**config.mk**
```make
export PLATFORM = sky130hd
export DESIGN_NAME = instr_mem
export DESIGN_NICKNAME = d
export VERILOG_FILES = /design/src/hw/mips_pkg.sv /design/src/hw/instr_mem.sv
export SDC_FILE = /design/constraint.sdc
export NUM_CORES = 2
export LEC_CHECK = 0
export BUFFER_PORTS_ARGS = -buffer_cell sky130_fd_sc_hd__buf_4
export CAP_MARGIN = 20
export CORE_AREA = 2 2 375 377
export CTS_BUF_LIST = sky130_fd_sc_hd__clkbuf_16
export CTS_CLUSTER_SIZE = 14
export DETAILED_ROUTE_END_ITERATION = 12
export DIE_AREA = 0 0 377 379
export PLACE_DENSITY = 0.72
export SYNTH_ARGS = -nofsm -noshare
export SYNTH_HDL_FRONTEND = slang
export SYNTH_SLANG_ARGS = --single-unit
```
**constraint.sdc**
```tcl
create_clock -name i_clk -period 3.2 [get_ports i_clk]
set_input_delay 0.16 -clock i_clk [delete_from_list [all_inputs] [get_ports i_clk]]
set_output_delay 0.16 -clock i_clk [all_outputs]
set_load 0.01 [all_outputs]
```
**src/hw/mips_pkg.sv**
```systemverilog
`default_nettype none

package mips_pkg;

    // Datapath and register index widths
    localparam int XLEN       = 32;
    localparam int REG_ADDR_W = 5;

    //////////////////////////////
    // Primary opcodes, bits 31:26
    //////////////////////////////
    localparam logic [5:0] OP_RTYPE = 6'b000000;
    localparam logic [5:0] OP_ADDI  = 6'b001000;
    localparam logic [5:0] OP_ORI   = 6'b001101;
    localparam logic [5:0] OP_SLTI  = 6'b001010;
    localparam logic [5:0] OP_LW    = 6'b100011;
    localparam logic [5:0] OP_SW    = 6'b101011;
    localparam logic [5:0] OP_BEQ   = 6'b000100;
    // All ones stops the core
    localparam logic [5:0] OP_HALT  = 6'b111111;

    // R-type function field, bits 5:0
    localparam logic [5:0] FN_ADD  = 6'b100000;
    localparam logic [5:0] FN_SUB  = 6'b100010;
    localparam logic [5:0] FN_SUBU = 6'b100011;
    localparam logic [5:0] FN_AND  = 6'b100100;
    localparam logic [5:0] FN_OR   = 6'b100101;
    localparam logic [5:0] FN_NOR  = 6'b100111;
    localparam logic [5:0] FN_XOR  = 6'b100110;
    localparam logic [5:0] FN_SLT  = 6'b101010;
    // SLL shares the all-zero funct, so a zero word is SLL r0, r0, 0
    localparam logic [5:0] FN_SLL  = 6'b000000;

    // Operations the ALU knows about
    typedef enum logic [2:0] {
        ALU_ADD,
        ALU_SUB,
        ALU_AND,
        ALU_OR,
        ALU_NOR,
        ALU_XOR,
        ALU_SLT,
        ALU_SLL
    } alu_op_t;

    //////////////////////////////
    // Instruction word views
    //////////////////////////////
    // Register format
    typedef struct packed {
        logic [5:0]            opcode;
        logic [REG_ADDR_W-1:0] rs;
        logic [REG_ADDR_W-1:0] rt;
        logic [REG_ADDR_W-1:0] rd;
        logic [4:0]            shamt;
        logic [5:0]            funct;
    } r_fields_t;

    // Immediate format, also loads, stores and branches
    typedef struct packed {
        logic [5:0]            opcode;
        logic [REG_ADDR_W-1:0] rs;
        logic [REG_ADDR_W-1:0] rt;
        logic [15:0]           imm16;
    } i_fields_t;

    // Same 32 bits, read either way
    typedef union packed {
        logic [XLEN-1:0] word;
        r_fields_t       r;
        i_fields_t       i;
    } instr_t;

endpackage

`default_nettype wire

```
**src/hw/instr_mem.sv**
```systemverilog
`timescale 1ns/1ps
`default_nettype none

module instr_mem import mips_pkg::*; #(
    parameter int  IMEM_WORDS = 64,
    localparam int IMEM_AW    = (IMEM_WORDS > 1) ? $clog2(IMEM_WORDS) : 1
) (
    input  logic               i_clk,
    // Fetch side, word index
    input  logic [IMEM_AW-1:0] addr,
    output instr_t             instr,
    // Program load side
    input  logic               wr_en,
    input  logic [IMEM_AW-1:0] wr_addr,
    input  logic [XLEN-1:0]    wr_data
);

    // Program storage, one instruction per word
    instr_t mem [IMEM_WORDS];

    //////////////////////////////
    // Load port
    //////////////////////////////
    always_ff @(posedge i_clk)
    begin
        if (wr_en)
            mem[wr_addr] <= instr_t'(wr_data);
    end

    // Registered read, instruction shows up one cycle after addr
    always_ff @(posedge i_clk)
    begin
        instr <= mem[addr];
    end

endmodule

`default_nettype wire

```
==> run_results.csv <==
group,metric,value,unit
status,status,"completed",
clock_tree,cts_buffers,194,
timing,setup_slack,0.7181,ns
worst_setup_path,r2r-end,"instr[30]",
worst_setup_path,cp-end-kind,"flop",
clock_tree,htreeDepth,4,
global_route,grt_pass1_vias,38670,
routing,ant_nets,0,
synthesis,synth.area.top_cells,"edfxtp_1, mux4_2, mux2i_1, dfxtp_1, o22ai_1",
routing,drc,0,
min_path,holdCritPathClass,"input pin to flop",
worst_setup_path,ff2ff_path_depth,4,
synthesis,synth.cell_area,78520,um^2
floorplan,die_h,379,um
finish,nNetsFinal,3710,
finish,synthToLayoutAreaGrowth,14.46,%
global_route,antenna_found_initial,8,
timing,slew_viol_final,0,
routing,wl_per_cell,35.99,um
worst_setup_path,r2r_slack,0.72,ns
placement,place_area,83190,um^2
synthesis,yosysWarnings,0,
finish,drive_above_1_share,30.61,%
clock_tree,post_cts_resized,0,
clock_tree,clkTransAtPathRegs,0.06,ns
timing,worst_slew_pin_slew,1.106,ns
timing,period_share,77.56,%
power,vdd_drop_max,0.5423,mV
min_path,holdPathEnd,"mem[25][17]",
placement,dp_hpwl,110700,um
worst_setup_path,worstPathMaxFanout,1,
synthesis,mappedNetlistNets,3370,
global_route,grt_pass1_wl,284700,um
timing,max-slew-margin-rel,25.74,%
worst_setup_path,crit_type,"flop to flop",
floorplan,die_w,377,um
global_route,grt.overflow.total,0,
worst_setup_path,cp-start-kind,"flop",
synthesis,synth.yosys.seq_area_share,79.14,%
floorplan,rows,137,
placement,io_buffer_count,77,
synthesis,synth-seq-cells,2080,
clock_tree,cts_sinks,2080,
synthesis,synthCells,3324,
timing,finalSetupTns,0,ns
floorplan,coreArea,138800,um^2
floorplan,start_util,56.55,%
power,power_density,625.6,nW/um^2
timing,max_freq,0.4029,GHz
floorplan,ios,78,
routing,via_count,38370,
placement,gp_congestion,0.8321,
finish,fin_util,64.73,%
finish,final_area,89870,um^2
timing,finClkSkew,0.02359,ns
synthesis,synth_top_cell_by_area,"edfxtp_1",
job,cap_viol_max_count,0,
clock_tree,cts_buffer_depth,3,
routing,finalWirelength,203000,um
floorplan,die_area,142900,um^2
global_route,track_usage,28.85,%
synthesis,synth_top_area_share,78.33,%
timing,whs,0.1393,ns
clock_tree,root_buffer,"clkbuf_16",
power,p_leak,28.44,nW
timing,setup_viol,0,
worst_setup_path,arrival,3.16,ns
synthesis,avgSynthCellArea,23.62,um^2
min_path,hold_path_depth,4,
clock_tree,clock_latency,0.83,ns
timing,rsz0062_at_grt,"no",
global_route,grt_max_degree,65,
timing,hold_viol,0,
timing,fin_crit,2.482,ns
routing,drt_iter0_drc,5677,
routing,dr.pass1.iters,5,
worst_setup_path,regToRegStartpoint,"mem[27][30]",
min_path,holdCritStartpoint,"wr_en",
routing,vias_per_cell,6.801,
synthesis,synth_cell_types,34,
placement,dpl_worst_slack,-0.01178,ns
clock_tree,cts_tree,"built",
worst_setup_path,required,3.87,ns
## repair_timing
item | 4_1_cts | 5_1_grt
setup endpoints to repair | 0 | 0
buffers inserted | 0 | 0
endpoints found under the hold margin | 2114 | 0
hold buffers | 35 | 0
## synthesized netlist by cell type (all sizes together)
master  instances
buf           108
or3             3
a22oi          12
or3b            5
nand4           2
o32ai           4
nand2          26
o22ai          84
nand4b          1
and2            2
nand2b          8
clkbuf         74
a41o            4
and3            4
mux2i          93
nor2b          15
nand3b          5
a311oi          8
a31oi           1
edfxtp       2048
mux4          544
or2             3
dfxtp          32
nor2          137
a21oi          62
o221ai         27
nor3            7
nand3           5
## sequential cells by signal, summed over array words and instances (netlist names)
name,cells
mem,2048
instr,32
## worst max-delay path by stage
| stage | start | end | slack, ns | cells after the start |
|---|---|---|---|---|
| after floorplan | wr_addr[5] | mem[39][0] | 0.39 | 4 |
| after global placement | addr[0] | instr[11] | 0.07 | 7 |
| after detailed placement | addr[0] | instr[8] | -0.01 | 8 |
| after CTS | mem[0][1] | instr[1] | 0.73 | 4 |
| after global routing | mem[27][30] | instr[30] | 0.62 | 4 |
| final | mem[27][30] | instr[30] | 0.72 | 4 |
## report_power, final
group | leakage, nW | internal [mW] | switching (mW)
logic | 6.45 | 1.17 | 1.87
clock network | 3.29 | 13.0 | 9.89
registers | 18.7 | 30.2 | 0.118
total | 28.4 | 44.3 | 11.9
## cells in the final DEF, fill, tap and decap left out, drive strengths merged
cell type,synthesis,routed
nand2,26,26
inv,0,51
clkinvlp,0,2
bufinv,0,21
nand3b,5,5
and2,2,2
diode,0,2
edfxtp,2048,2048
o221ai,27,27
a31oi,1,1
nand4b,1,1
and3,4,4
o22ai,84,84
a311oi,8,8
buf,108,291
a21oi,62,62
or3,3,3
nor2,137,137
mux4,544,544
or3b,5,5
dfxtp,32,32
a41o,4,4
nand3,5,5
mux2i,93,93
nor2b,15,15
or2,3,3
nand4,2,2
clkbuf,74,200
dlygate4sd3,0,35
nand2b,8,8
o32ai,4,4
a22oi,12,12
clkinv,0,90
nor3,7,7
## logic make-up after synthesis
group | after synthesis | share of synthesized area (%)
AND/OR/NAND/NOR | 223 | 1.265
buffers and inverters | 182 | 1.128
multiplexers | 637 | 16.79
flip-flops | 2080 | 79.14
AO/OA/AOI/OAI | 202 | 1.673
## metal layers
metal	vias up	routed length [um]	track usage (%)
li1	14960	-	-
met1	20340	72000	38.93
met2	2681	100600	47.13
met3	384	22700	5.886
met4	8	7628	10.90
met5	-	46	0
## metrics by stage
step	power (mW)	cells
after detailed placement	33.84	5240
after CTS	56.45	5639
after floorplan	32.29	3324
after global placement	33.74	5240
final	56.22	5641
after global routing	57.55	5639
## critical path: stages (launching register included)
cell and delay, ns:
edfxtp_1 0.40, mux4_2 0.50, mux4_2 0.52, o22ai_1 0.78, nor2_1 0.12
## area by class of cell
class	count	area, um^2
antenna	2	5.005
clock buffer	200	5005
clock inverter	164	1326
fill	8684	48970
multi-input combinational	1062	15980
sequential	2080	62140
tap	1807	2261
timing repair buffer	326	3158
Power figures use the tool's default switching activity.
