[src/hw/mips_pkg.sv]
`default_nettype none

package mips_pkg;

    // Datapath and register index widths
    localparam int XLEN       = 32;
    localparam int REG_ADDR_W = 5;

    //////////////////////////////
    // Primary opcodes, bits 31:26
    //////////////////////////////
    localparam logic [5:0] OP_RTYPE = 6'b000000;
    localparam logic [5:0] OP_ADDI  = 6'b001000;
    localparam logic [5:0] OP_ORI   = 6'b001101;
    localparam logic [5:0] OP_SLTI  = 6'b001010;
    localparam logic [5:0] OP_LW    = 6'b100011;
    localparam logic [5:0] OP_SW    = 6'b101011;
    localparam logic [5:0] OP_BEQ   = 6'b000100;
    // All ones stops the core
    localparam logic [5:0] OP_HALT  = 6'b111111;

    // R-type function field, bits 5:0
    localparam logic [5:0] FN_ADD  = 6'b100000;
    localparam logic [5:0] FN_SUB  = 6'b100010;
    localparam logic [5:0] FN_SUBU = 6'b100011;
    localparam logic [5:0] FN_AND  = 6'b100100;
    localparam logic [5:0] FN_OR   = 6'b100101;
    localparam logic [5:0] FN_NOR  = 6'b100111;
    localparam logic [5:0] FN_XOR  = 6'b100110;
    localparam logic [5:0] FN_SLT  = 6'b101010;
    // SLL shares the all-zero funct, so a zero word is SLL r0, r0, 0
    localparam logic [5:0] FN_SLL  = 6'b000000;

    // Operations the ALU knows about
    typedef enum logic [2:0] {
        ALU_ADD,
        ALU_SUB,
        ALU_AND,
        ALU_OR,
        ALU_NOR,
        ALU_XOR,
        ALU_SLT,
        ALU_SLL
    } alu_op_t;

    //////////////////////////////
    // Instruction word views
    //////////////////////////////
    // Register format
    typedef struct packed {
        logic [5:0]            opcode;
        logic [REG_ADDR_W-1:0] rs;
        logic [REG_ADDR_W-1:0] rt;
        logic [REG_ADDR_W-1:0] rd;
        logic [4:0]            shamt;
        logic [5:0]            funct;
    } r_fields_t;

    // Immediate format, also loads, stores and branches
    typedef struct packed {
        logic [5:0]            opcode;
        logic [REG_ADDR_W-1:0] rs;
        logic [REG_ADDR_W-1:0] rt;
        logic [15:0]           imm16;
    } i_fields_t;

    // Same 32 bits, read either way
    typedef union packed {
        logic [XLEN-1:0] word;
        r_fields_t       r;
        i_fields_t       i;
    } instr_t;

endpackage

`default_nettype wire

[src/hw/alu.sv]
`timescale 1ns/1ps
`default_nettype none

module alu import mips_pkg::*; (
    input  logic [XLEN-1:0] a,
    input  logic [XLEN-1:0] b,
    input  logic [4:0]      shamt,
    input  alu_op_t         op,
    output logic [XLEN-1:0] result,
    output logic            zero
);

    // Signed compare for SLT and SLTI
    logic less;

    assign less = $signed(a) < $signed(b);

    //////////////////////////////
    // Operation select
    //////////////////////////////
    always_comb
    begin
        case (op)
            // Add and subtract wrap, no overflow trap
            ALU_ADD:
                result = a + b;
            ALU_SUB:
                result = a - b;
            ALU_AND:
                result = a & b;
            ALU_OR:
                result = a | b;
            ALU_NOR:
                result = ~(a | b);
            ALU_XOR:
                result = a ^ b;
            ALU_SLT:
                result = {{(XLEN-1){1'b0}}, less};
            // Shift applies to the rt operand
            ALU_SLL:
                result = b << shamt;
            default:
                result = '0;
        endcase
    end

    // Equal operands give zero after subtract, used by BEQ
    assign zero = (result == '0);

endmodule

`default_nettype wire

[config.mk]
export PLATFORM = sky130hd
export DESIGN_NAME = alu
export DESIGN_NICKNAME = d
export VERILOG_FILES = /design/src/hw/mips_pkg.sv /design/src/hw/alu.sv
export SDC_FILE = /design/constraint.sdc
export NUM_CORES = 1
export LEC_CHECK = 0
export ABC_AREA = 1
export BUFFER_PORTS_ARGS = -buffer_cell sky130_fd_sc_hd__buf_4
export CORE_AREA = 2 2 121 123
export DETAILED_ROUTE_END_ITERATION = 7
export DIE_AREA = 0 0 123 125
export PLACE_DENSITY = 0.89
export SYNTH_ARGS = -nofsm -noshare
export SYNTH_HDL_FRONTEND = slang
export SYNTH_SLANG_ARGS = --single-unit
[constraint.sdc]
create_clock -name vclk -period 2.5
set_input_delay 0.125 -clock vclk [all_inputs]
set_output_delay 0.125 -clock vclk [all_outputs]
set_load 0.02 [all_outputs]
==> impl_metrics.ini, run 1 <==
[run_status]
status = did not finish
stop_stage = 5_1_grt
error_message = [ERROR GRT-0116] Global routing finished with congestion. Check the congestion regions in the DRC Viewer.

[die]
fp.dieH_um = 125
io_pins = 105
core.rowCount = 44
initial_core_util_pct = 59.4
die_x_um = 123

[place]
gp_congestion = 1.25
numPortBuffers = 105
placed_area_um2 = 11000
hpwl_mm = 32.8

[global_routing]
grt_start_max_net_pins = 35
grt_pass1_vias = 16518
grt_overflow = 4
grt_usage_pct = 74.0
grt_pass1_wl_mm = 88.0

[yosys]
netlist_area_um2 = 8440
yosysTopAreaCell = nand2_1
synthCells = 1755
synth.yosys.seq_area_share_pct = 0
ys_types = 37
post-synth-top-area-fraction_pct = 26.9
syn_nets = 1925
yosys-top-cells-count = 605 x nand2_1, 306 x inv_1, 233 x nand3_1
yosysMostFrequentCell = nand2_1
synth_warnings = 0
syn_area_per_cell_um2 = 4.81
netlist_top_cells_area = nand2_1 27%, ha_1 14%, nand3_1 14%

[clock_tree]
hold_buffers = 0
[layer usage]
| metal | GRT overflow | GRT usage [%] |
|---|---|---|
| met1 | 0 | 75.6 |
| met2 | 2 | 85.4 |
| met3 | 0 | 64.7 |
| met4 | 2 | 66.6 |
| met5 | 0 | 43.8 |
[cells by family after synthesis]
logic type | after synthesis | share of synthesized area, %
simple gates | 1065 | 52.7
xor+xnor | 5 | 0.519
fa+ha+maj | 98 | 14.7
compound gates | 193 | 13.7
buf+inv | 394 | 18.4
[stage by stage]
step                setup slack [ps]  instances  setup TNS [ps]  hold WS (ps)
floorplan                       81.6       1755               0           537
CTS                            -30.2       2222           -30.2           905
detailed placement              -540       2220            -678           867
global placement                -430       2220            -452           858
[repair_timing]
item / 4_1_cts
buffers inserted: 2
endpoints found under the setup margin: 2
gates resized for setup: 137
pin swaps: 19
==> inputs of run 2 (changes only) <==
- CORE_AREA: 2 2 121 123 -> 2 2 149 151
- DIE_AREA: 0 0 123 125 -> 0 0 151 153
- PLACE_DENSITY: 0.89 -> unset
- PLACE_DENSITY_LB_ADDON: unset -> 0.15
==> run 2 against run 1 <==
Effect of this change: the flow now finishes, with violations (negative setup slack); synthesized cell count unchanged; area after synthesis unchanged.
==> impl_metrics.ini, run 2 <==
[critical_path]
cp-start-kind = input pin
critPathCaptureType = primary output
crit_fanout = 3
worst-endpoint-required_ps = 2380
path_class = in -> out
arrival_ps = 2450

[sta]
hold_viol_final = 0
worstMarginPinSlew_ps = 789
final.min_clock_period_ps = 2580
finalWorstSetupSlack_ps = -79.0
slew_headroom_pct = 46.9
rsz0062_at_grt = true
slew_viol_final = 0
setup_tns_ps = -79.0
period_share_pct = 103
fmax_ghz = 0.388
setup_violations = 1

[yosys]
synth.yosys.seq_area_share_pct = 0
netlist_top_cells_area = nand2_1 27%, ha_1 14%, nand3_1 14%
synth_warnings = 0
syn_area_per_cell_um2 = 4.81
ys_types = 37
yosysTopAreaCell = nand2_1
netlist_area_um2 = 8440
post-synth-top-area-fraction_pct = 26.9
yosys-top-cells-count = 605 x nand2_1, 306 x inv_1, 233 x nand3_1
synthCells = 1755
syn_nets = 1925
yosysMostFrequentCell = nand2_1

[power]
pwr-share-seq_pct = 0
p_switching_mw = 1.97
p_leak_nw = 7.47
pwr_density_cell_nw_per_um2 = 257
p_int_mw = 1.47
vdd_ir_drop_max_uv = 108
combPwrFrac_pct = 100.0
clockPowerShare_pct = 0
switching_share_pct = 57.2
p_total_mw = 3.44

[run_status]
status = finished with violations
violations = negative setup slack

[layout]
fin_nets = 2330
layout_commonest_cell = nand2_1
layout_common_cells = 534 x nand2_1, 458 x buf_4, 272 x inv_1
seq_cells = 0
diodes = 0
drive_gt1_share_pct = 35.0
register_area_um2 = 0
clockBufferCount = 0
area_delta_synth_final_pct = 58.4

[die]
core-area_um2 = 21500
core.rowCount = 54
die_x_um = 151
io_pins = 105
initial_core_util_pct = 39.3
die_area_um2 = 23100
fp.dieH_um = 153

[place]
gp_congestion = 1.03
hpwl_mm = 37.7
numPortBuffers = 105

[drt]
wl_per_cell_um = 18.7
route.vias.total = 13212
via_per_inst = 5.42
wirelength_mm = 45.5
drt_iter0_drc = 1530
drc = 0
firstDrtPassIters = 6
antenna_left = 0

[clock_tree]
hold_buffers = 0

[global_routing]
antenna_found_initial = 1
grt_overflow = 0
grt_pass1_wl_mm = 66.8
grt_usage_pct = 37.7
grt_start_max_net_pins = 33
grt_pass1_vias = 11791

[worst_hold_path]
hold_path.class = in -> out

[job]
max-cap-violations = 0
==> run 2: cell counts after synthesis <==
Identical to the previous run, type by type.
==> run 2: path summary, 6_finish.rpt <==
check / cells past startpoint / startpoint / end / slack, ps
hold / removal: 7 / a[5] / result[5] / 980
setup / recovery: 17 / a[0] / zero / -80
==> run 2: kinds of logic after synthesis <==
family / share of synthesized area (%)
and+or+nand+nor: 52.7
AOI/OAI and AO/OA: 13.7
buffers and inverters: 18.4
adders and majority gates: 14.7
xor gates and xnor gates: 0.519
==> run 2: area by class of cell <==
class / instances / area, µm²
inverters: 320 / 1200
fillers: 2230 / 8110
repair buffers: 477 / 3700
well taps: 280 / 350
multi-input cells: 1361 / 8120
==> run 2: critical path: stages <==
cell      delay [ps]
buf_6            100
buf_6            100
ha_4             150
fa_2             370
nand3_2          100
nand3_4           90
nand3_2           70
nand3b_1         160
buf_4            200
o21ai_1          140
nand4_1          170
nor2_2           170
nand2_1           60
nor2_1            80
nand2_1           60
nor2_2           150
buf_6            140
==> run 2: layer usage <==
layer,vias up,track usage [%],wire (µm)
met5,-,0,13
met3,111,7.52,5130
met4,2,10.3,1740
met1,6025,54.5,19500
li1,6365,-,-
met2,709,56.6,19100
==> run 2: stage by stage <==
| stage | hold WS, ps | utilization, % | area, µm² | setup WS [ps] | instances |
|---|---|---|---|---|---|
| after CTS | 1000 | 59.8 | 12800 | -36.9 | 2427 |
| after detailed placement | 992 | 55.4 | 11900 | -389 | 2412 |
| after global placement | 992 | 55.4 | 11900 | -351 | 2412 |
| after global routing | 1030 | 62.2 | 13400 | -199 | 2438 |
| after floorplan | 537 | - | 8440 | 81.6 | 1755 |
| final | 985 | 62.2 | 13400 | -79.0 | 2438 |
==> run 2: power by group through the flow <==
stage | logic, mW | clock network [mW] | registers [mW]
floorplan | 1.43 | 0 | 0
global route | 3.66 | 0 | 0
global placement | 2.87 | 0 | 0
finish | 3.44 | 0 | 0
CTS | 3.16 | 0 | 0
detailed placement | 2.89 | 0 | 0
==> run 2: repair_timing <==
item	4_1_cts	5_1_grt
setup buffers	15	11
cloned	0	0
resized for setup	196	151
hold endpoints to repair	0	0
pin swaps	43	72
setup endpoints to repair	2	4
Note: power is estimated with default switching activity, not from simulation.
