<file path="config.mk">
export PLATFORM = sky130hd
export DESIGN_NAME = reg_file_flat
export DESIGN_NICKNAME = d
export VERILOG_FILES = /design/src/hw/mips_pkg.sv /design/src/hw/regfile_if.sv /design/src/hw/reg_file.sv /design/src/flat_wrapper.sv
export SDC_FILE = /design/constraint.sdc
export NUM_CORES = 2
export LEC_CHECK = 0
export BUFFER_PORTS_ARGS = -buffer_cell sky130_fd_sc_hd__buf_2
export CORE_MARGIN = 4
export CORE_UTILIZATION = 39
export DETAILED_ROUTE_END_ITERATION = 12
export HOLD_SLACK_MARGIN = 0.1
export PLACE_DENSITY = 0.63
export SKIP_LAST_GASP = 1
export SLEW_MARGIN = 10
export SYNTH_ARGS = -nofsm -noshare
export SYNTH_HDL_FRONTEND = slang
export SYNTH_SLANG_ARGS = --single-unit
</file>
<file path="constraint.sdc">
create_clock -name i_clk -period 2.5 [get_ports i_clk]
set_clock_uncertainty 0.15 [all_clocks]
set_input_delay 0.125 -clock i_clk [delete_from_list [all_inputs] [get_ports i_clk]]
set_output_delay 0.125 -clock i_clk [all_outputs]
set_load 0.02 [all_outputs]
</file>
<file path="src/hw/mips_pkg.sv">
`default_nettype none

package mips_pkg;

    // Datapath and register index widths
    localparam int XLEN       = 32;
    localparam int REG_ADDR_W = 5;

    //////////////////////////////
    // Primary opcodes, bits 31:26
    //////////////////////////////
    localparam logic [5:0] OP_RTYPE = 6'b000000;
    localparam logic [5:0] OP_ADDI  = 6'b001000;
    localparam logic [5:0] OP_ORI   = 6'b001101;
    localparam logic [5:0] OP_SLTI  = 6'b001010;
    localparam logic [5:0] OP_LW    = 6'b100011;
    localparam logic [5:0] OP_SW    = 6'b101011;
    localparam logic [5:0] OP_BEQ   = 6'b000100;
    // All ones stops the core
    localparam logic [5:0] OP_HALT  = 6'b111111;

    // R-type function field, bits 5:0
    localparam logic [5:0] FN_ADD  = 6'b100000;
    localparam logic [5:0] FN_SUB  = 6'b100010;
    localparam logic [5:0] FN_SUBU = 6'b100011;
    localparam logic [5:0] FN_AND  = 6'b100100;
    localparam logic [5:0] FN_OR   = 6'b100101;
    localparam logic [5:0] FN_NOR  = 6'b100111;
    localparam logic [5:0] FN_XOR  = 6'b100110;
    localparam logic [5:0] FN_SLT  = 6'b101010;
    // SLL shares the all-zero funct, so a zero word is SLL r0, r0, 0
    localparam logic [5:0] FN_SLL  = 6'b000000;

    // Operations the ALU knows about
    typedef enum logic [2:0] {
        ALU_ADD,
        ALU_SUB,
        ALU_AND,
        ALU_OR,
        ALU_NOR,
        ALU_XOR,
        ALU_SLT,
        ALU_SLL
    } alu_op_t;

    //////////////////////////////
    // Instruction word views
    //////////////////////////////
    // Register format
    typedef struct packed {
        logic [5:0]            opcode;
        logic [REG_ADDR_W-1:0] rs;
        logic [REG_ADDR_W-1:0] rt;
        logic [REG_ADDR_W-1:0] rd;
        logic [4:0]            shamt;
        logic [5:0]            funct;
    } r_fields_t;

    // Immediate format, also loads, stores and branches
    typedef struct packed {
        logic [5:0]            opcode;
        logic [REG_ADDR_W-1:0] rs;
        logic [REG_ADDR_W-1:0] rt;
        logic [15:0]           imm16;
    } i_fields_t;

    // Same 32 bits, read either way
    typedef union packed {
        logic [XLEN-1:0] word;
        r_fields_t       r;
        i_fields_t       i;
    } instr_t;

endpackage

`default_nettype wire

</file>
<file path="src/hw/regfile_if.sv">
`timescale 1ns/1ps
`default_nettype none

interface regfile_if import mips_pkg::*; ();

    // Two read ports
    logic [REG_ADDR_W-1:0] rs_addr;
    logic [REG_ADDR_W-1:0] rt_addr;
    logic [XLEN-1:0]       rs_data;
    logic [XLEN-1:0]       rt_data;

    // Single write port, taken on the clock edge
    logic                  wr_en;
    logic [REG_ADDR_W-1:0] wr_addr;
    logic [XLEN-1:0]       wr_data;

    // Control side drives addresses and writes
    modport ctrl (
        output rs_addr, rt_addr, wr_en, wr_addr, wr_data,
        input  rs_data, rt_data
    );

    // Register side answers the reads
    modport regs (
        input  rs_addr, rt_addr, wr_en, wr_addr, wr_data,
        output rs_data, rt_data
    );

endinterface

`default_nettype wire

</file>
<file path="src/hw/reg_file.sv">
`timescale 1ns/1ps
`default_nettype none

module reg_file import mips_pkg::*; (
    input  logic    i_clk,
    input  logic    rst,
    regfile_if.regs rf
);

    localparam int NREGS = 1 << REG_ADDR_W;

    // r0 is an ordinary register here
    logic [XLEN-1:0] regs [NREGS];

    //////////////////////////////
    // Write port
    //////////////////////////////
    always_ff @(posedge i_clk)
    begin
        if (rst)
        begin
            // Whole file clears
            for (int i = 0; i < NREGS; i++)
                regs[i] <= '0;
        end
        else if (rf.wr_en)
        begin
            regs[rf.wr_addr] <= rf.wr_data;
        end
    end

    //////////////////////////////
    // Read ports
    //////////////////////////////
    // Asynchronous, no bypass from the write port
    assign rf.rs_data = regs[rf.rs_addr];
    assign rf.rt_data = regs[rf.rt_addr];

endmodule

`default_nettype wire

</file>
<file path="src/flat_wrapper.sv">
// flat-port wrapper written by rule: the top's interface ports become plain ports
module reg_file_flat import mips_pkg::*;
  (i_clk, rst, rf_rs_addr, rf_rt_addr, rf_wr_en, rf_wr_addr, rf_wr_data, rf_rs_data, rf_rt_data);
  regfile_if rf_i ();
  input  logic i_clk;
  input  logic rst;
  input wire logic [$bits(rf_i.rs_addr)-1:0] rf_rs_addr;
  input wire logic [$bits(rf_i.rt_addr)-1:0] rf_rt_addr;
  input wire logic [$bits(rf_i.wr_en)-1:0] rf_wr_en;
  input wire logic [$bits(rf_i.wr_addr)-1:0] rf_wr_addr;
  input wire logic [$bits(rf_i.wr_data)-1:0] rf_wr_data;
  output wire logic [$bits(rf_i.rs_data)-1:0] rf_rs_data;
  output wire logic [$bits(rf_i.rt_data)-1:0] rf_rt_data;
  assign rf_i.rs_addr = rf_rs_addr;
  assign rf_i.rt_addr = rf_rt_addr;
  assign rf_i.wr_en = rf_wr_en;
  assign rf_i.wr_addr = rf_wr_addr;
  assign rf_i.wr_data = rf_wr_data;
  assign rf_rs_data = rf_i.rs_data;
  assign rf_rt_data = rf_i.rt_data;
  reg_file u_core (.i_clk(i_clk), .rst(rst), .rf(rf_i));
endmodule
</file>
==> reports/results.ini <==
[timing]
fmaxAchievable_mhz=400
grt_setup_unrepaired=yes
final.period_utilization_pct=100
max_slew.worst_pin.slew_ps=727
slew_viol_final=0
post-route-min-period_ps=2500
setup_ws_ps=-2.56
totalNegativeSetupSlack_ps=-2.56
headroom_to_the_max_slew_limit_pct=51.5
setup_viol=1
hold_slack_ps=251
timing.final.hold_violations=0

[synthesis]
synth.lib_cells_used.distinct=31
synthesized_netlist_cell_count=4640
synthDominantAreaCellType=edfxtp_1
ys_async_sr_fraction_pct=0
top_cells_by_area_in_the_synthesized_netlist=edfxtp_1, mux2i_1, and2_1
muxShareOfSynthArea_pct=18.1
largest_family_of_logic_cells_by_synthesized_area=multiplexers
synth_compound_area_share_pct=6.95
basic_gate_share_of_the_synthesized_area_counting_and_or_nand_and_nor_cells_pct=16.1
ys_warn_count=0
ys_ff_latch=1024
synth.avg_cell_area_um2=12.2
netlist_area_um2=56500
yosys.area.top_type_share_pct=54.4
yosys_most_used_dff=edfxtp_1
seq_total_area_yosys_pct=54.4
synth_enable_flop_cells=1024
synth_xor_xnor_area_share_pct=0
synth_fa_ha_area_share_pct=0
net_count_after_synthesis=4690
yosys.cell_count.top_type=and2_1
synth_common_cells=and2_1, edfxtp_1, mux2i_1

[clock_tree]
clockRootBuffer=clkbuf_16
numCtsBuffers=108
cts_sinks=1024
tritoncts=yes
maximum_clock_insertion_buffer_count=3
cts_htree_levels=3
cts.reportedPaths.clkPinSlew_ps=60

[floorplanning]
core_area_um2=144000
die-area_um2=151000
die_w_um=389
die_height_um=389
num_rows=139
initial_util_pct=39.3
num_io_pins=114

[placement]
place.detailed.hpwl_um=124000
placedInstanceArea_um2=60700
place_congestion=0.861
place.port_buffers=113

[power]
comb_power_share_pct=13.7
total_power_divided_by_cell_area_nw_per_um2=644
internal_power_w=0.0310
power.share.switching_pct=26.6
vdd_ir_drop_max_mv=0.640
p_sw_w=0.0112
power.share.clock_pct=38.1
p_leak_nw=25.6
seq_power_share_pct=48.2

[final_layout]
nFillCells=12929
largest_registers=u_core.regs (1024)
largest_reg_flops=1024
post_route_cells_drive_above_1_share_pct=15.6
final_design_area_no_fill_um2=65500
num-nets-final=4775
area_delta_synth_final_pct=16.0
top_register=u_core.regs

[critical_path]
cp_slowest_cell=edfxtp_1
endpoint=rf_rs_data[12]
worst-setup-path-type=flop to primary output
timing.critical_path.required_ps=2230
crit_chain=mux2i_1 > a22o_1 > nor3_1 > a31oi_2 > nand3_1 > buf_6
timing.critical_path.depth=6
cpLargestDelayFamily=compound AO/OA/AOI/OAI gates
critical_path.max_fanout=2
cp_data_arrival_time_ps=2230
worstSetupEndpointType=primary output
setup.worst_path.start=u_core.regs[6][12]
worst-path-buf-inv=1
timing.critical_path.slowest_cell_delay_ps=390
crit_path_start_kind=flop

[detailed_routing]
num_vias=40085
vias_per_cell=5.96
first_pass_iters=6
first_iter_violations=4687
number_of_design_rule_violations_left_after_detail_routing=0
routedWlPerCell_um=30.7
detail-route-antenna-nets=0
wl_um=207000

[outcome]
failed_checks=setup timing
status=finished, violations left

[global_route]
grt_pass1_vias=39587
grt_antenna_before_repair=14
grt_start_max_net_pins=56
grt_usage_pct=26.5
grt_pass1_wl_um=289000
grt_overflow_total=0

[flow_run]
drv_cap=0

[hold_path]
min-delay-path-class=input pin to flop

## per-layer routing
layer	up-vias	share of wire (%)	GRT usage, %
li1	17174	-	-
met2	2125	46	42.0
met5	-	0.010	0
met4	4	6.2	15.6
met1	20297	39	34.2
met3	485	8.6	4.67
## tightest hold or removal path, cell delays in order
cell    delay (ps)
buf_2          170
or3_4          240
nor2_8          40
buf_4          210
and2_1         170
## placed cells by master (no fill, tap or decap), types with 9 or more instances in the layout
cell type / synthesis / layout
bufinv_16: 0 / 9
clkbuf_1: 189 / 22
nor3_2: 0 / 40
clkinv_2: 0 / 26
nand3_1: 193 / 163
buf_12: 0 / 115
nand2_1: 195 / 193
nand3_2: 0 / 25
buf_4: 75 / 163
a31oi_1: 64 / 24
edfxtp_1: 1024 / 1024
a31oi_4: 0 / 10
nor3_1: 64 / 22
a22oi_1: 192 / 192
a21oi_1: 192 / 192
mux2i_1: 1024 / 1018
dlygate4sd3_1: 0 / 32
buf_6: 43 / 32
nor2_4: 10 / 30
or2_2: 34 / 34
a22o_1: 128 / 128
diode_2: 0 / 11
buf_2: 57 / 79
clkbuf_16: 0 / 110
and2_1: 1026 / 1024
a31oi_2: 0 / 30
clkinv_1: 0 / 22
## area by class of cell
class                   instances  area (µm²)  share of cell area [%]
diodes                         11        27.5                  0.0420
multi-input cells            3168       24200                    37.0
well taps                    1903        2380                    3.64
flip-flops and latches       1024       30700                    46.9
clock buffers                 132        2840                    4.33
clock inverters                68         634                   0.968
repair buffers                423        4630                    7.07
## power by group through the flow
stage	clock, W	sequential [W]	combinational (W)
finish	0.0161	0.0203	0.00578
global route	0.0169	0.0204	0.00603
CTS	0.0162	0.0203	0.00559
detailed placement	0	0.0207	0.00540
global placement	0	0.0206	0.00537
floorplan	0	0.0205	0.00317
## through the flow
stage	total power [W]	util, %	std cells	setup slack (ps)
6_report	0.0422	45.6	6729	-2.56
3_3_place_gp	0.0260	42.3	6490	52.7
5_1_grt	0.0434	45.6	6721	-103
4_1_cts	0.0421	45.3	6721	-115
2_1_floorplan	0.0237	-	4640	573
3_5_place_dp	0.0261	42.3	6490	87.9
## worst min-delay path by stage
stage | slack [ps] | to | startpoint | cells past startpoint
final | 250 | u_core.regs[0][16] | rf_wr_addr[2] | 5
after global routing | 230 | u_core.regs[0][17] | rf_wr_addr[2] | 5
after CTS | 180 | u_core.regs[0][16] | rf_wr_addr[2] | 5
after detailed placement | 590 | u_core.regs[9][5] | rf_wr_data[5] | 2
after global placement | 600 | u_core.regs[9][15] | rf_wr_data[15] | 2
after floorplan | 170 | u_core.regs[0][31] | rf_wr_data[31] | 1
## cell families after synthesis
group,Yosys count
buffers and inverters,448
AO/OA/AOI/OAI,576
multiplexers,1024
flip-flops,1024
AND/OR/NAND/NOR,1568
## what timing repair did
item,CTS,global route
resized for setup,95,107
buffers inserted,0,1
hold buffers,32,0
endpoints found under the hold margin,1024,0
endpoints found under the setup margin,43,39
pin swaps,26,54
Note: power is estimated with default switching activity, not from simulation.
