$ cat config.mk
export PLATFORM = sky130hd
export DESIGN_NAME = core_ctrl_flat
export DESIGN_NICKNAME = d
export VERILOG_FILES = /design/src/hw/mips_pkg.sv /design/src/hw/regfile_if.sv /design/src/hw/core_ctrl.sv /design/src/flat_wrapper.sv
export SDC_FILE = /design/constraint.sdc
export NUM_CORES = 1
export LEC_CHECK = 0
export BUFFER_PORTS_ARGS = -buffer_cell sky130_fd_sc_hd__buf_2
export CORE_AREA = 5 5 166 168
export DETAILED_ROUTE_END_ITERATION = 16
export DIE_AREA = 0 0 171 173
export PLACE_DENSITY = 0.64
export SLEW_MARGIN = 20
export SYNTH_ARGS = -nofsm -noshare
export SYNTH_HDL_FRONTEND = slang
export SYNTH_SLANG_ARGS = --single-unit
export TNS_END_PERCENT = 50
$ cat constraint.sdc
create_clock -name i_clk -period 6 [get_ports i_clk]
set_input_delay 0.9 -clock i_clk [delete_from_list [all_inputs] [get_ports i_clk]]
set_output_delay 0.9 -clock i_clk [all_outputs]
set_load 0.005 [all_outputs]
$ cat src/hw/mips_pkg.sv
`default_nettype none

package mips_pkg;

    // Datapath and register index widths
    localparam int XLEN       = 32;
    localparam int REG_ADDR_W = 5;

    //////////////////////////////
    // Primary opcodes, bits 31:26
    //////////////////////////////
    localparam logic [5:0] OP_RTYPE = 6'b000000;
    localparam logic [5:0] OP_ADDI  = 6'b001000;
    localparam logic [5:0] OP_ORI   = 6'b001101;
    localparam logic [5:0] OP_SLTI  = 6'b001010;
    localparam logic [5:0] OP_LW    = 6'b100011;
    localparam logic [5:0] OP_SW    = 6'b101011;
    localparam logic [5:0] OP_BEQ   = 6'b000100;
    // All ones stops the core
    localparam logic [5:0] OP_HALT  = 6'b111111;

    // R-type function field, bits 5:0
    localparam logic [5:0] FN_ADD  = 6'b100000;
    localparam logic [5:0] FN_SUB  = 6'b100010;
    localparam logic [5:0] FN_SUBU = 6'b100011;
    localparam logic [5:0] FN_AND  = 6'b100100;
    localparam logic [5:0] FN_OR   = 6'b100101;
    localparam logic [5:0] FN_NOR  = 6'b100111;
    localparam logic [5:0] FN_XOR  = 6'b100110;
    localparam logic [5:0] FN_SLT  = 6'b101010;
    // SLL shares the all-zero funct, so a zero word is SLL r0, r0, 0
    localparam logic [5:0] FN_SLL  = 6'b000000;

    // Operations the ALU knows about
    typedef enum logic [2:0] {
        ALU_ADD,
        ALU_SUB,
        ALU_AND,
        ALU_OR,
        ALU_NOR,
        ALU_XOR,
        ALU_SLT,
        ALU_SLL
    } alu_op_t;

    //////////////////////////////
    // Instruction word views
    //////////////////////////////
    // Register format
    typedef struct packed {
        logic [5:0]            opcode;
        logic [REG_ADDR_W-1:0] rs;
        logic [REG_ADDR_W-1:0] rt;
        logic [REG_ADDR_W-1:0] rd;
        logic [4:0]            shamt;
        logic [5:0]            funct;
    } r_fields_t;

    // Immediate format, also loads, stores and branches
    typedef struct packed {
        logic [5:0]            opcode;
        logic [REG_ADDR_W-1:0] rs;
        logic [REG_ADDR_W-1:0] rt;
        logic [15:0]           imm16;
    } i_fields_t;

    // Same 32 bits, read either way
    typedef union packed {
        logic [XLEN-1:0] word;
        r_fields_t       r;
        i_fields_t       i;
    } instr_t;

endpackage

`default_nettype wire

$ cat src/hw/regfile_if.sv
`timescale 1ns/1ps
`default_nettype none

interface regfile_if import mips_pkg::*; ();

    // Two read ports
    logic [REG_ADDR_W-1:0] rs_addr;
    logic [REG_ADDR_W-1:0] rt_addr;
    logic [XLEN-1:0]       rs_data;
    logic [XLEN-1:0]       rt_data;

    // Single write port, taken on the clock edge
    logic                  wr_en;
    logic [REG_ADDR_W-1:0] wr_addr;
    logic [XLEN-1:0]       wr_data;

    // Control side drives addresses and writes
    modport ctrl (
        output rs_addr, rt_addr, wr_en, wr_addr, wr_data,
        input  rs_data, rt_data
    );

    // Register side answers the reads
    modport regs (
        input  rs_addr, rt_addr, wr_en, wr_addr, wr_data,
        output rs_data, rt_data
    );

endinterface

`default_nettype wire

$ cat src/hw/core_ctrl.sv
`timescale 1ns/1ps
`default_nettype none

module core_ctrl import mips_pkg::*; #(
    parameter int  IMEM_WORDS = 64,
    parameter int  DMEM_WORDS = 64,
    localparam int IMEM_AW    = (IMEM_WORDS > 1) ? $clog2(IMEM_WORDS) : 1,
    localparam int DMEM_AW    = (DMEM_WORDS > 1) ? $clog2(DMEM_WORDS) : 1
) (
    input  logic               i_clk,
    input  logic               rst,
    input  logic               start,
    // Instruction memory
    output logic [IMEM_AW-1:0] imem_addr,
    input  instr_t             imem_instr,
    // Data memory
    output logic [DMEM_AW-1:0] dmem_addr,
    output logic [XLEN-1:0]    dmem_wdata,
    output logic               dmem_we,
    input  logic [XLEN-1:0]    dmem_rdata,
    // ALU
    output logic [XLEN-1:0]    alu_a,
    output logic [XLEN-1:0]    alu_b,
    output logic [4:0]         alu_shamt,
    output alu_op_t            alu_op,
    input  logic [XLEN-1:0]    alu_result,
    input  logic               alu_zero,
    regfile_if.ctrl            rf,
    // Retire report
    output logic               retire,
    output logic [XLEN-1:0]    retire_pc,
    output logic               retire_we,
    output logic [XLEN-1:0]    retire_waddr,
    output logic [XLEN-1:0]    retire_wdata,
    output logic               halted,
    // Program load allowed
    output logic               idle
);

    typedef enum logic [2:0] {
        S_IDLE      = 3'd0,
        S_FETCH     = 3'd1,
        S_DECODE    = 3'd2,
        S_EXECUTE   = 3'd3,
        S_MEM       = 3'd4,
        S_WRITEBACK = 3'd5,
        S_HALT      = 3'd6
    } state_t;

    state_t state, state_nxt;
    logic [XLEN-1:0] pc;

    // Per-instruction registers
    instr_t          ir;
    logic [XLEN-1:0] rs_val, rt_val, alu_out;
    logic            zero_q;

    // Decode results
    logic                  writes_reg, use_imm, imm_zext;
    logic                  is_lw, is_sw, is_beq, is_halt;
    logic [REG_ADDR_W-1:0] dest;
    logic [XLEN-1:0]       imm_ext, pc_plus4, next_pc, wb_data;

    //////////////////////////////
    // State and PC
    //////////////////////////////
    always_ff @(posedge i_clk)
    begin
        if (rst)
        begin
            state <= S_IDLE;
            pc    <= '0;
        end
        else
        begin
            state <= state_nxt;
            if (state == S_WRITEBACK)
                pc <= next_pc;
        end
    end

    always_comb
    begin
        case (state)
            S_IDLE:      state_nxt = start ? S_FETCH : S_IDLE;
            S_FETCH:     state_nxt = S_DECODE;
            S_DECODE:    state_nxt = S_EXECUTE;
            // Only LW and SW take the extra memory cycle
            S_EXECUTE:   state_nxt = (is_lw || is_sw) ? S_MEM : S_WRITEBACK;
            S_MEM:       state_nxt = S_WRITEBACK;
            S_WRITEBACK: state_nxt = is_halt ? S_HALT : S_FETCH;
            S_HALT:      state_nxt = S_HALT;
            default:     state_nxt = S_IDLE;
        endcase
    end

    // Capture instruction and operands, then the ALU output
    always_ff @(posedge i_clk)
    begin
        if (state == S_DECODE)
        begin
            ir     <= imem_instr;
            rs_val <= rf.rs_data;
            rt_val <= rf.rt_data;
        end
        if (state == S_EXECUTE)
        begin
            alu_out <= alu_result;
            zero_q  <= alu_zero;
        end
    end

    //////////////////////////////
    // Decode
    //////////////////////////////
    always_comb
    begin
        writes_reg = 1'b0;
        use_imm    = 1'b1;
        imm_zext   = 1'b0;
        is_lw      = 1'b0;
        is_sw      = 1'b0;
        is_beq     = 1'b0;
        is_halt    = 1'b0;
        alu_op     = ALU_ADD;
        case (ir.r.opcode)
            OP_RTYPE:
            begin
                use_imm    = 1'b0;
                writes_reg = 1'b1;
                case (ir.r.funct)
                    FN_ADD:          alu_op = ALU_ADD;
                    FN_SUB, FN_SUBU: alu_op = ALU_SUB;
                    FN_AND:          alu_op = ALU_AND;
                    FN_OR:           alu_op = ALU_OR;
                    FN_NOR:          alu_op = ALU_NOR;
                    FN_XOR:          alu_op = ALU_XOR;
                    FN_SLT:          alu_op = ALU_SLT;
                    FN_SLL:          alu_op = ALU_SLL;
                    // Unknown funct, retire without a write
                    default:         writes_reg = 1'b0;
                endcase
            end
            OP_ADDI: writes_reg = 1'b1;
            OP_ORI:
            begin
                writes_reg = 1'b1;
                imm_zext   = 1'b1;
                alu_op     = ALU_OR;
            end
            OP_SLTI:
            begin
                writes_reg = 1'b1;
                alu_op     = ALU_SLT;
            end
            OP_LW:
            begin
                writes_reg = 1'b1;
                is_lw      = 1'b1;
            end
            OP_SW:   is_sw = 1'b1;
            // Compare rs and rt through a subtract
            OP_BEQ:
            begin
                use_imm = 1'b0;
                is_beq  = 1'b1;
                alu_op  = ALU_SUB;
            end
            OP_HALT: is_halt = 1'b1;
            default: writes_reg = 1'b0;
        endcase
    end

    // rd for R-type, rt otherwise
    assign dest    = (ir.r.opcode == OP_RTYPE) ? ir.r.rd : ir.i.rt;
    assign imm_ext = imm_zext ? {{(XLEN-16){1'b0}}, ir.i.imm16}
                              : {{(XLEN-16){ir.i.imm16[15]}}, ir.i.imm16};

    // Branch offset counts words from PC+4
    assign pc_plus4 = pc + XLEN'(4);
    assign next_pc  = (is_beq && zero_q) ? pc_plus4 + {imm_ext[XLEN-3:0], 2'b00} : pc_plus4;
    assign wb_data  = is_lw ? dmem_rdata : alu_out;

    //////////////////////////////
    // Datapath drive
    //////////////////////////////
    assign imem_addr = pc[IMEM_AW+1:2];

    assign alu_a     = rs_val;
    assign alu_b     = use_imm ? imm_ext : rt_val;
    assign alu_shamt = ir.r.shamt;

    // Register addresses come straight from the fetched word in DECODE
    assign rf.rs_addr = imem_instr.r.rs;
    assign rf.rt_addr = imem_instr.r.rt;
    assign rf.wr_en   = (state == S_WRITEBACK) && writes_reg;
    assign rf.wr_addr = dest;
    assign rf.wr_data = wb_data;

    // Address holds through WRITEBACK so LW data lands there
    assign dmem_addr  = alu_out[DMEM_AW+1:2];
    assign dmem_wdata = rt_val;
    assign dmem_we    = (state == S_MEM) && is_sw;

    //////////////////////////////
    // Retire report
    //////////////////////////////
    assign retire    = (state == S_WRITEBACK);
    assign retire_pc = pc;
    assign retire_we = rf.wr_en;

    always_comb
    begin
        retire_waddr = '0;
        retire_wdata = '0;
        if (is_sw)
        begin
            // Store reports word address and value, we stays low
            retire_waddr = {2'b00, alu_out[XLEN-1:2]};
            retire_wdata = rt_val;
        end
        else if (is_beq)
            retire_wdata = next_pc;
        else if (writes_reg)
        begin
            retire_waddr = XLEN'(dest);
            retire_wdata = wb_data;
        end
    end

    assign halted = (state == S_HALT);
    assign idle   = (state == S_IDLE);

endmodule

`default_nettype wire

$ cat src/flat_wrapper.sv
// flat-port wrapper written by rule: the top's interface ports become plain ports
module core_ctrl_flat import mips_pkg::*;
#(
    parameter int  IMEM_WORDS = 64,
    parameter int  DMEM_WORDS = 64,
    localparam int IMEM_AW    = (IMEM_WORDS > 1) ? $clog2(IMEM_WORDS) : 1,
    localparam int DMEM_AW    = (DMEM_WORDS > 1) ? $clog2(DMEM_WORDS) : 1
)
  (i_clk, rst, start, imem_addr, imem_instr, dmem_addr, dmem_wdata, dmem_we, dmem_rdata, alu_a, alu_b, alu_shamt, alu_op, alu_result, alu_zero, retire, retire_pc, retire_we, retire_waddr, retire_wdata, halted, idle, rf_rs_addr, rf_rt_addr, rf_wr_en, rf_wr_addr, rf_wr_data, rf_rs_data, rf_rt_data);
  regfile_if rf_i ();
  input  logic i_clk;
  input  logic rst;
  input  logic start;
  output logic [IMEM_AW-1:0] imem_addr;
  input  instr_t imem_instr;
  output logic [DMEM_AW-1:0] dmem_addr;
  output logic [XLEN-1:0] dmem_wdata;
  output logic dmem_we;
  input  logic [XLEN-1:0] dmem_rdata;
  output logic [XLEN-1:0] alu_a;
  output logic [XLEN-1:0] alu_b;
  output logic [4:0] alu_shamt;
  output alu_op_t alu_op;
  input  logic [XLEN-1:0] alu_result;
  input  logic alu_zero;
  output logic retire;
  output logic [XLEN-1:0] retire_pc;
  output logic retire_we;
  output logic [XLEN-1:0] retire_waddr;
  output logic [XLEN-1:0] retire_wdata;
  output logic halted;
  output logic idle;
  output wire logic [$bits(rf_i.rs_addr)-1:0] rf_rs_addr;
  output wire logic [$bits(rf_i.rt_addr)-1:0] rf_rt_addr;
  output wire logic [$bits(rf_i.wr_en)-1:0] rf_wr_en;
  output wire logic [$bits(rf_i.wr_addr)-1:0] rf_wr_addr;
  output wire logic [$bits(rf_i.wr_data)-1:0] rf_wr_data;
  input wire logic [$bits(rf_i.rs_data)-1:0] rf_rs_data;
  input wire logic [$bits(rf_i.rt_data)-1:0] rf_rt_data;
  assign rf_rs_addr = rf_i.rs_addr;
  assign rf_rt_addr = rf_i.rt_addr;
  assign rf_wr_en = rf_i.wr_en;
  assign rf_wr_addr = rf_i.wr_addr;
  assign rf_wr_data = rf_i.wr_data;
  assign rf_i.rs_data = rf_rs_data;
  assign rf_i.rt_data = rf_rt_data;
  core_ctrl #(.IMEM_WORDS(IMEM_WORDS), .DMEM_WORDS(DMEM_WORDS)) u_core (.i_clk(i_clk), .rst(rst), .start(start), .imem_addr(imem_addr), .imem_instr(imem_instr), .dmem_addr(dmem_addr), .dmem_wdata(dmem_wdata), .dmem_we(dmem_we), .dmem_rdata(dmem_rdata), .alu_a(alu_a), .alu_b(alu_b), .alu_shamt(alu_shamt), .alu_op(alu_op), .alu_result(alu_result), .alu_zero(alu_zero), .rf(rf_i), .retire(retire), .retire_pc(retire_pc), .retire_we(retire_we), .retire_waddr(retire_waddr), .retire_wdata(retire_wdata), .halted(halted), .idle(idle));
endmodule
==> impl_metrics.json, run 1 <==
{
  "placed_cells": 1619,
  "vias": 9049,
  "start_util_pct": 37.4,
  "drv_slew": 0,
  "async_flop_share_pct": 0,
  "p_int_mw": 1.95,
  "post-route-period-util_pct": 96.2,
  "p_switching_mw": 0.792,
  "rsz0062_at_grt": "no",
  "wirelength_um": 39100,
  "r2r_cells": 16,
  "syn_inst": 944,
  "synth_common_cells": "124 x edfxtp_1, 91 x nand2_1, 83 x nor2_1, 54 x mux2_2, 50 x a21oi_1",
  "finalSetupViolations": 0,
  "ys_ff_latch": 157,
  "clkTransAtPathRegs_ns": 0.08,
  "hp-start": "u_core.retire_pc[16]$_SDFFE_PP0P_",
  "avgSynthCellArea_um2": 10.2,
  "r2r_start": "u_core.retire_pc[8]$_SDFFE_PP0P_",
  "grt_overflow_total": 0,
  "clkPwrFrac_pct": 40.7,
  "synth_area_um2": 9630,
  "globalplace.congestion": 0.941,
  "worstPathArrival_ns": 4.87,
  "cts.root.buffer_cell": "clkbuf_16",
  "drive_gt1_share_pct": 41.1,
  "synth_edf_count": 124,
  "dr.pass1.iters": 5,
  "area_growth_pct": 29.4,
  "wl_per_cell_um": 23.6,
  "startpoint_type": "register",
  "worst-setup-path-type": "register to output pin",
  "clock_path_buffers": 2,
  "hp-class": "register to register",
  "yosys-top-cells-area": "edfxtp_1 39%, dfxtp_1 6.9%, mux2_2 6.3%",
  "tritoncts": "done",
  "reg2reg_to": "u_core.retire_pc[31]$_SDFFE_PP0P_",
  "holdWs_ns": 0.505,
  "placed_cell_area_um2": 11800,
  "worst_ep_required_time_ns": 5.10,
  "core_region_area_um2": 25800,
  "clkLatencyLatePin_ns": 0.43,
  "hold_viol_final": 0,
  "fin_area_um2": 12500,
  "fin_skew_ns": 0.0141,
  "synth_top_area_share_pct": 38.7,
  "leakagePower_nw": 5.66,
  "max_slew_margin_pct": 32.5,
  "ys_seq_area_share_pct": 45.5,
  "instances_no_fill": 1659,
  "ant_nets": 0,
  "fill_cells": 2417,
  "fp.dieH_um": 173,
  "htree_levels": 4,
  "via_per_inst": 5.45,
  "grt_pass1_wl_um": 57000,
  "io_pins": 429,
  "ys_dominant_reg_cell": "edfxtp_1",
  "grtUsageTotal_pct": 25.5,
  "clkSinkCount": 157,
  "r2r_slack_ns": 1.70,
  "fp.dieW_um": 171,
  "first_iter_violations": 740,
  "worstPathMaxFanout": 8,
  "fp.dieArea_um2": 29600,
  "antenna_found_initial": 4,
  "min_to": "u_core.retire_pc[16]$_SDFFE_PP0P_",
  "status": "complete, no violations",
  "irDropWorstVdd_mv": 0.192,
  "cap_viol_max_count": 0,
  "seqPwrFrac_pct": 46.9,
  "synth_warnings": 0,
  "worstMarginPinSlew_ns": 1.01,
  "synth_cell_type_count": 76,
  "tns_ns": 0,
  "drcViolationCount": 0,
  "min_delay_path_depth": 2,
  "grt_max_degree": 57,
  "cp-end-kind": "output pin",
  "combPwrFrac_pct": 12.4,
  "power_density_nw_per_um2": 220,
  "min_period_ns": 5.77,
  "fmax_mhz": 173,
  "fin_nets": 1511,
  "fin_util_pct": 48.4,
  "grt_pass1_vias": 8835,
  "yosysMostFrequentCell": "edfxtp_1",
  "cts_hold_buf": 0,
  "port_buffers": 414,
  "num_rows": 59,
  "cts_buffers": 17,
  "swShare_pct": 28.9,
  "synth_top_area_cell": "edfxtp_1",
  "hpwlAfterDp_um": 30600
}
[power groups by stage]
stage / clock network (mW) / registers, mW / logic, mW
after floorplan: 0 / 1.30 / 0.172
after global placement: 0 / 1.31 / 0.332
after detailed placement: 0 / 1.31 / 0.335
after CTS: 1.14 / 1.28 / 0.337
after global routing: 1.19 / 1.29 / 0.370
final: 1.12 / 1.28 / 0.340
[metrics by stage]
step	worst slack [ns]	total power [mW]
3_3_place_gp	0.907	1.64
6_report	0.230	2.74
2_1_floorplan	0.716	1.47
5_1_grt	0.0279	2.85
3_5_place_dp	0.813	1.64
4_1_cts	0.322	2.76
[cell type report]
| type | instances | area, um2 | area share (%) |
|---|---|---|---|
| Sequential cell | 157 | 4380 | 35.2 |
| Antenna cell | 2 | 5.00 | 0.0402 |
| Tap cell | 335 | 419 | 3.36 |
| Clock buffer | 17 | 425 | 3.41 |
| Inverter | 11 | 45.0 | 0.361 |
| Clock inverter | 15 | 171 | 1.38 |
| Timing Repair Buffer | 433 | 2210 | 17.8 |
| Multi-Input combinational cell | 689 | 4800 | 38.5 |
[placed cells by master (no fill, tap or decap), drive strengths merged, types with 4 or more instances in the layout]
| master | n |
|---|---|
| a211oi | 22 |
| a21boi | 5 |
| a21o | 29 |
| a21oi | 50 |
| a221o | 12 |
| a222oi | 4 |
| a22o | 7 |
| a22oi | 7 |
| a31oi | 9 |
| and2 | 10 |
| and3 | 33 |
| and4 | 5 |
| buf | 433 |
| clkbuf | 17 |
| clkinv | 8 |
| conb | 4 |
| dfxtp | 33 |
| edfxtp | 124 |
| ha | 37 |
| inv | 16 |
| mux2 | 54 |
| mux2i | 7 |
| nand2 | 92 |
| nand2b | 4 |
| nand3 | 26 |
| nand4 | 9 |
| nor2 | 83 |
| nor2b | 7 |
| nor3 | 15 |
| nor3b | 5 |
| nor4 | 6 |
| o211ai | 6 |
| o21ai | 42 |
| or4 | 4 |
| xnor2 | 29 |
| xor2 | 26 |
[kinds of logic after synthesis]
logic type      share of synthesized area, %
compound gates                          15.6
xor+xnor                                5.32
fa+ha+maj                               5.02
buf+inv                                 5.38
flops                                   45.5
mux                                     7.04
other cells                           0.0390
simple gates                            16.1
[sequential cells by signal, summed over array words and instances (netlist names)]
signal             flops
u_core.zero_q          1
u_core.dmem_wdata     32
u_core.alu_out        32
u_core.ir             27
u_core.alu_a          32
u_core.state           3
u_core.retire_pc      30
[how the worst max path moves through the flow]
stage	startpoint	to	cells past startpoint
after CTS	u_core.retire_pc[8]$_SDFFE_PP0P_	retire_wdata[31]	17
final	u_core.retire_pc[8]$_SDFFE_PP0P_	retire_wdata[31]	17
after detailed placement	u_core.retire_pc[9]$_SDFFE_PP0P_	retire_wdata[31]	17
after global routing	u_core.retire_pc[9]$_SDFFE_PP0P_	retire_wdata[31]	17
after floorplan	u_core.state[1]$_SDFF_PP0_	u_core.alu_a[0]$_DFFE_PP_	3
after global placement	u_core.retire_pc[8]$_SDFFE_PP0P_	retire_wdata[31]	17
[worst max-delay path, stage by stage, from the launching register on]
cell and delay, ns:
dfxtp_1 0.44, and4_4 0.27, nand2_2 0.09, or3_4 0.41, or2_4 0.28, nor2_1 0.11, xor2_1 0.29, ha_1 0.38
a21oi_1 0.27, o21ai_0 0.21, a32oi_1 0.27, nand2_1 0.14, o41ai_4 0.39, mux2i_1 0.26, o21ai_0 0.13, xor2_1 0.18
o21ai_0 0.17, buf_2 0.14
[routing by layer]
layer  track usage (%)  part of all wire [%]  vias to the layer above
met5                 0                 0.064                        -
met4              5.71                   1.6                        4
met3              7.12                   8.8                       38
met2              41.7                    48                      431
met1              33.5                    41                     4377
li1                  -                     -                     4199
[timing repair]
item,4_1_cts,5_1_grt
setup endpoints to repair,0,1
buffers inserted,0,6
resized for setup,0,2
endpoints found under the hold margin,0,0
(Power assumes the default switching activity.)
==> inputs of run 2 (changes only) <==
CELL_PAD_IN_SITES_DETAIL_PLACEMENT = 1   (was unset)
CELL_PAD_IN_SITES_GLOBAL_PLACEMENT = 1   (was unset)
CORE_AREA = unset   (was 5 5 166 168)
CORE_MARGIN = 4   (was unset)
CORE_UTILIZATION = 36   (was unset)
CTS_CLUSTER_DIAMETER = 50   (was unset)
DIE_AREA = unset   (was 0 0 171 173)
PLACE_DENSITY = 0.8   (was 0.64)
==> impl_metrics.json, run 2 (synthesis results as in run 1) <==
{
  "first_iter_violations": 802,
  "post-route-period-util_pct": 95.2,
  "status": "complete, no violations",
  "start_util_pct": 36.7,
  "combPwrFrac_pct": 12.9,
  "area_growth_pct": 30.3,
  "p_int_mw": 1.95,
  "crit_path_max_incr_delay_ns": 0.42,
  "cts.root.buffer_cell": "clkbuf_16",
  "grt_pass1_wl_um": 62700,
  "worstPathArrival_ns": 4.81,
  "r2r_cells": 14,
  "core_region_area_um2": 26200,
  "clkTransAtPathRegs_ns": 0.07,
  "fp.dieArea_um2": 29400,
  "fmax_mhz": 175,
  "clkPwrFrac_pct": 40.8,
  "layout_common_cells": "414 x buf_2, 124 x edfxtp_1, 90 x nand2_1",
  "r2r_start": "u_core.retire_pc[2]$_SDFFE_PP0P_",
  "antenna_found_initial": 4,
  "leakagePower_nw": 5.69,
  "cts_buffers": 17,
  "startpoint_type": "register",
  "vias": 9526,
  "irDropWorstVdd_mv": 0.171,
  "fin_util_pct": 47.9,
  "drive_gt1_share_pct": 41.7,
  "clkSinkCount": 157,
  "fin_nets": 1516,
  "path_common_cell": "o21ai_0",
  "wirelength_um": 44300,
  "worstMarginPinSlew_ns": 1.03,
  "power_density_nw_per_um2": 222,
  "via_per_inst": 5.72,
  "worst-setup-path-type": "register to output pin",
  "swShare_pct": 29.6,
  "startpoint": "u_core.retire_pc[10]$_SDFFE_PP0P_",
  "cap_viol_max_count": 0,
  "crit_path_top_delay_cell": "or3_4",
  "fin_skew_ns": 0.0264,
  "grt_pass1_vias": 9703,
  "hpwlAfterDp_um": 34100,
  "wl_per_cell_um": 26.6,
  "hp-start": "u_core.retire_pc[27]$_SDFFE_PP0P_",
  "fp.dieH_um": 172,
  "grtUsageTotal_pct": 28.5,
  "drcViolationCount": 0,
  "drv_slew": 0,
  "num_rows": 59,
  "seqPwrFrac_pct": 46.3,
  "io_pins": 429,
  "globalplace.congestion": 0.904,
  "ant_nets": 0,
  "hp-class": "register to register",
  "p_switching_mw": 0.824,
  "final_common_cell": "buf_2",
  "worstPathMaxFanout": 8,
  "grt_overflow_total": 0,
  "htree_levels": 4,
  "min_delay_path_depth": 2,
  "dr.pass1.iters": 5,
  "clock_path_buffers": 2,
  "crit_path_cell_trace": "and4_4 -> nand2_2 -> or3_4 -> nor2_1 -> and3_2 -> xnor2_1 -> ha_1 -> a21oi_1 -> o21ai_0 -> a32oi_1 -> nand2_1 -> o41ai_4 -> mux2i_1 -> o21ai_0 -> xor2_1 -> o21ai_0 -> buf_2",
  "port_buffers": 414,
  "route.met2.wl_um": 22600,
  "power_mw": 2.78,
  "clkLatencyLatePin_ns": 0.44,
  "min_period_ns": 5.71,
  "fp.dieW_um": 172,
  "dr.max_layer_used": "met5",
  "worst_ep_required_time_ns": 5.10,
  "tritoncts": "done",
  "finalSetupViolations": 0,
  "grt_max_degree": 80,
  "dr_wl_met3_um": 3540,
  "cp-end-kind": "output pin",
  "wl_met1_um": 17100,
  "hold_viol_final": 0,
  "max_slew_margin_pct": 31.0
}
run 2: path summary, 6_finish.rpt:
| path | slack, ns | end |
|---|---|---|
| worst max-delay path | 0.29 | retire_wdata[31] |
| worst min-delay path | 0.52 | u_core.retire_pc[27]$_SDFFE_PP0P_ |
| worst max register to register | 1.88 | u_core.retire_pc[26]$_SDFFE_PP0P_ |
| worst min register to register | 0.52 | u_core.retire_pc[27]$_SDFFE_PP0P_ |
run 2: routing by layer:
metal / vias to the layer above / track usage [%]
met5: - / 0
met4: 2 / 7.58
met3: 69 / 8.34
met2: 430 / 48.7
met1: 4810 / 35.4
li1: 4215 / -
run 2: per-stage QoR:
stage | area (um2) | hold WS [ns] | setup WS [ns] | instances | setup TNS, ns
finish | 12500 | 0.522 | 0.290 | 1665 | 0
global route | 12500 | 0.543 | -0.0653 | 1664 | -0.0653
CTS | 12400 | 0.513 | 0.213 | 1653 | 0
detailed placement | 11800 | 0.505 | 0.704 | 1621 | 0
global placement | 11800 | 0.487 | 0.843 | 1621 | 0
floorplan | 9640 | 0.480 | 0.716 | 947 | 0
run 2: worst max-delay path: cells and delay by family, from the launching register on:
family                     cells  cell delay [ns]
xor gates and xnor gates       2             0.39
AOI/OAI and AO/OA              6             1.42
muxes                          1             0.26
buffers and inverters          1             0.17
adders and majority gates      1             0.39
and+or+nand+nor                6             1.35
DFF                            1             0.41
run 2: final cells by class:
cell class                      instances  area (um2)
Timing Repair inverter                  1        5.00
Antenna cell                            3        7.51
Clock buffer                           17         425
Inverter                               11        45.0
Clock inverter                         15         161
Sequential cell                       157        4390
Multi-Input combinational cell        689        4810
Fill cell                            3057       13700
Timing Repair Buffer                  437        2280
Tap cell                              335         419
run 2: repair_timing:
action                     in CTS  in global routing
buffers inserted                0                  7
setup endpoints to repair       0                  2
resized for setup               0                  7
hold buffers                    0                  0
run 2: power groups by stage:
stage	Sequential (mW)	Clock, mW	Combinational, mW
floorplan	1.30	0	0.172
global placement	1.31	0	0.332
detailed placement	1.31	0	0.342
CTS	1.29	1.13	0.345
global route	1.29	1.18	0.386
finish	1.29	1.13	0.358
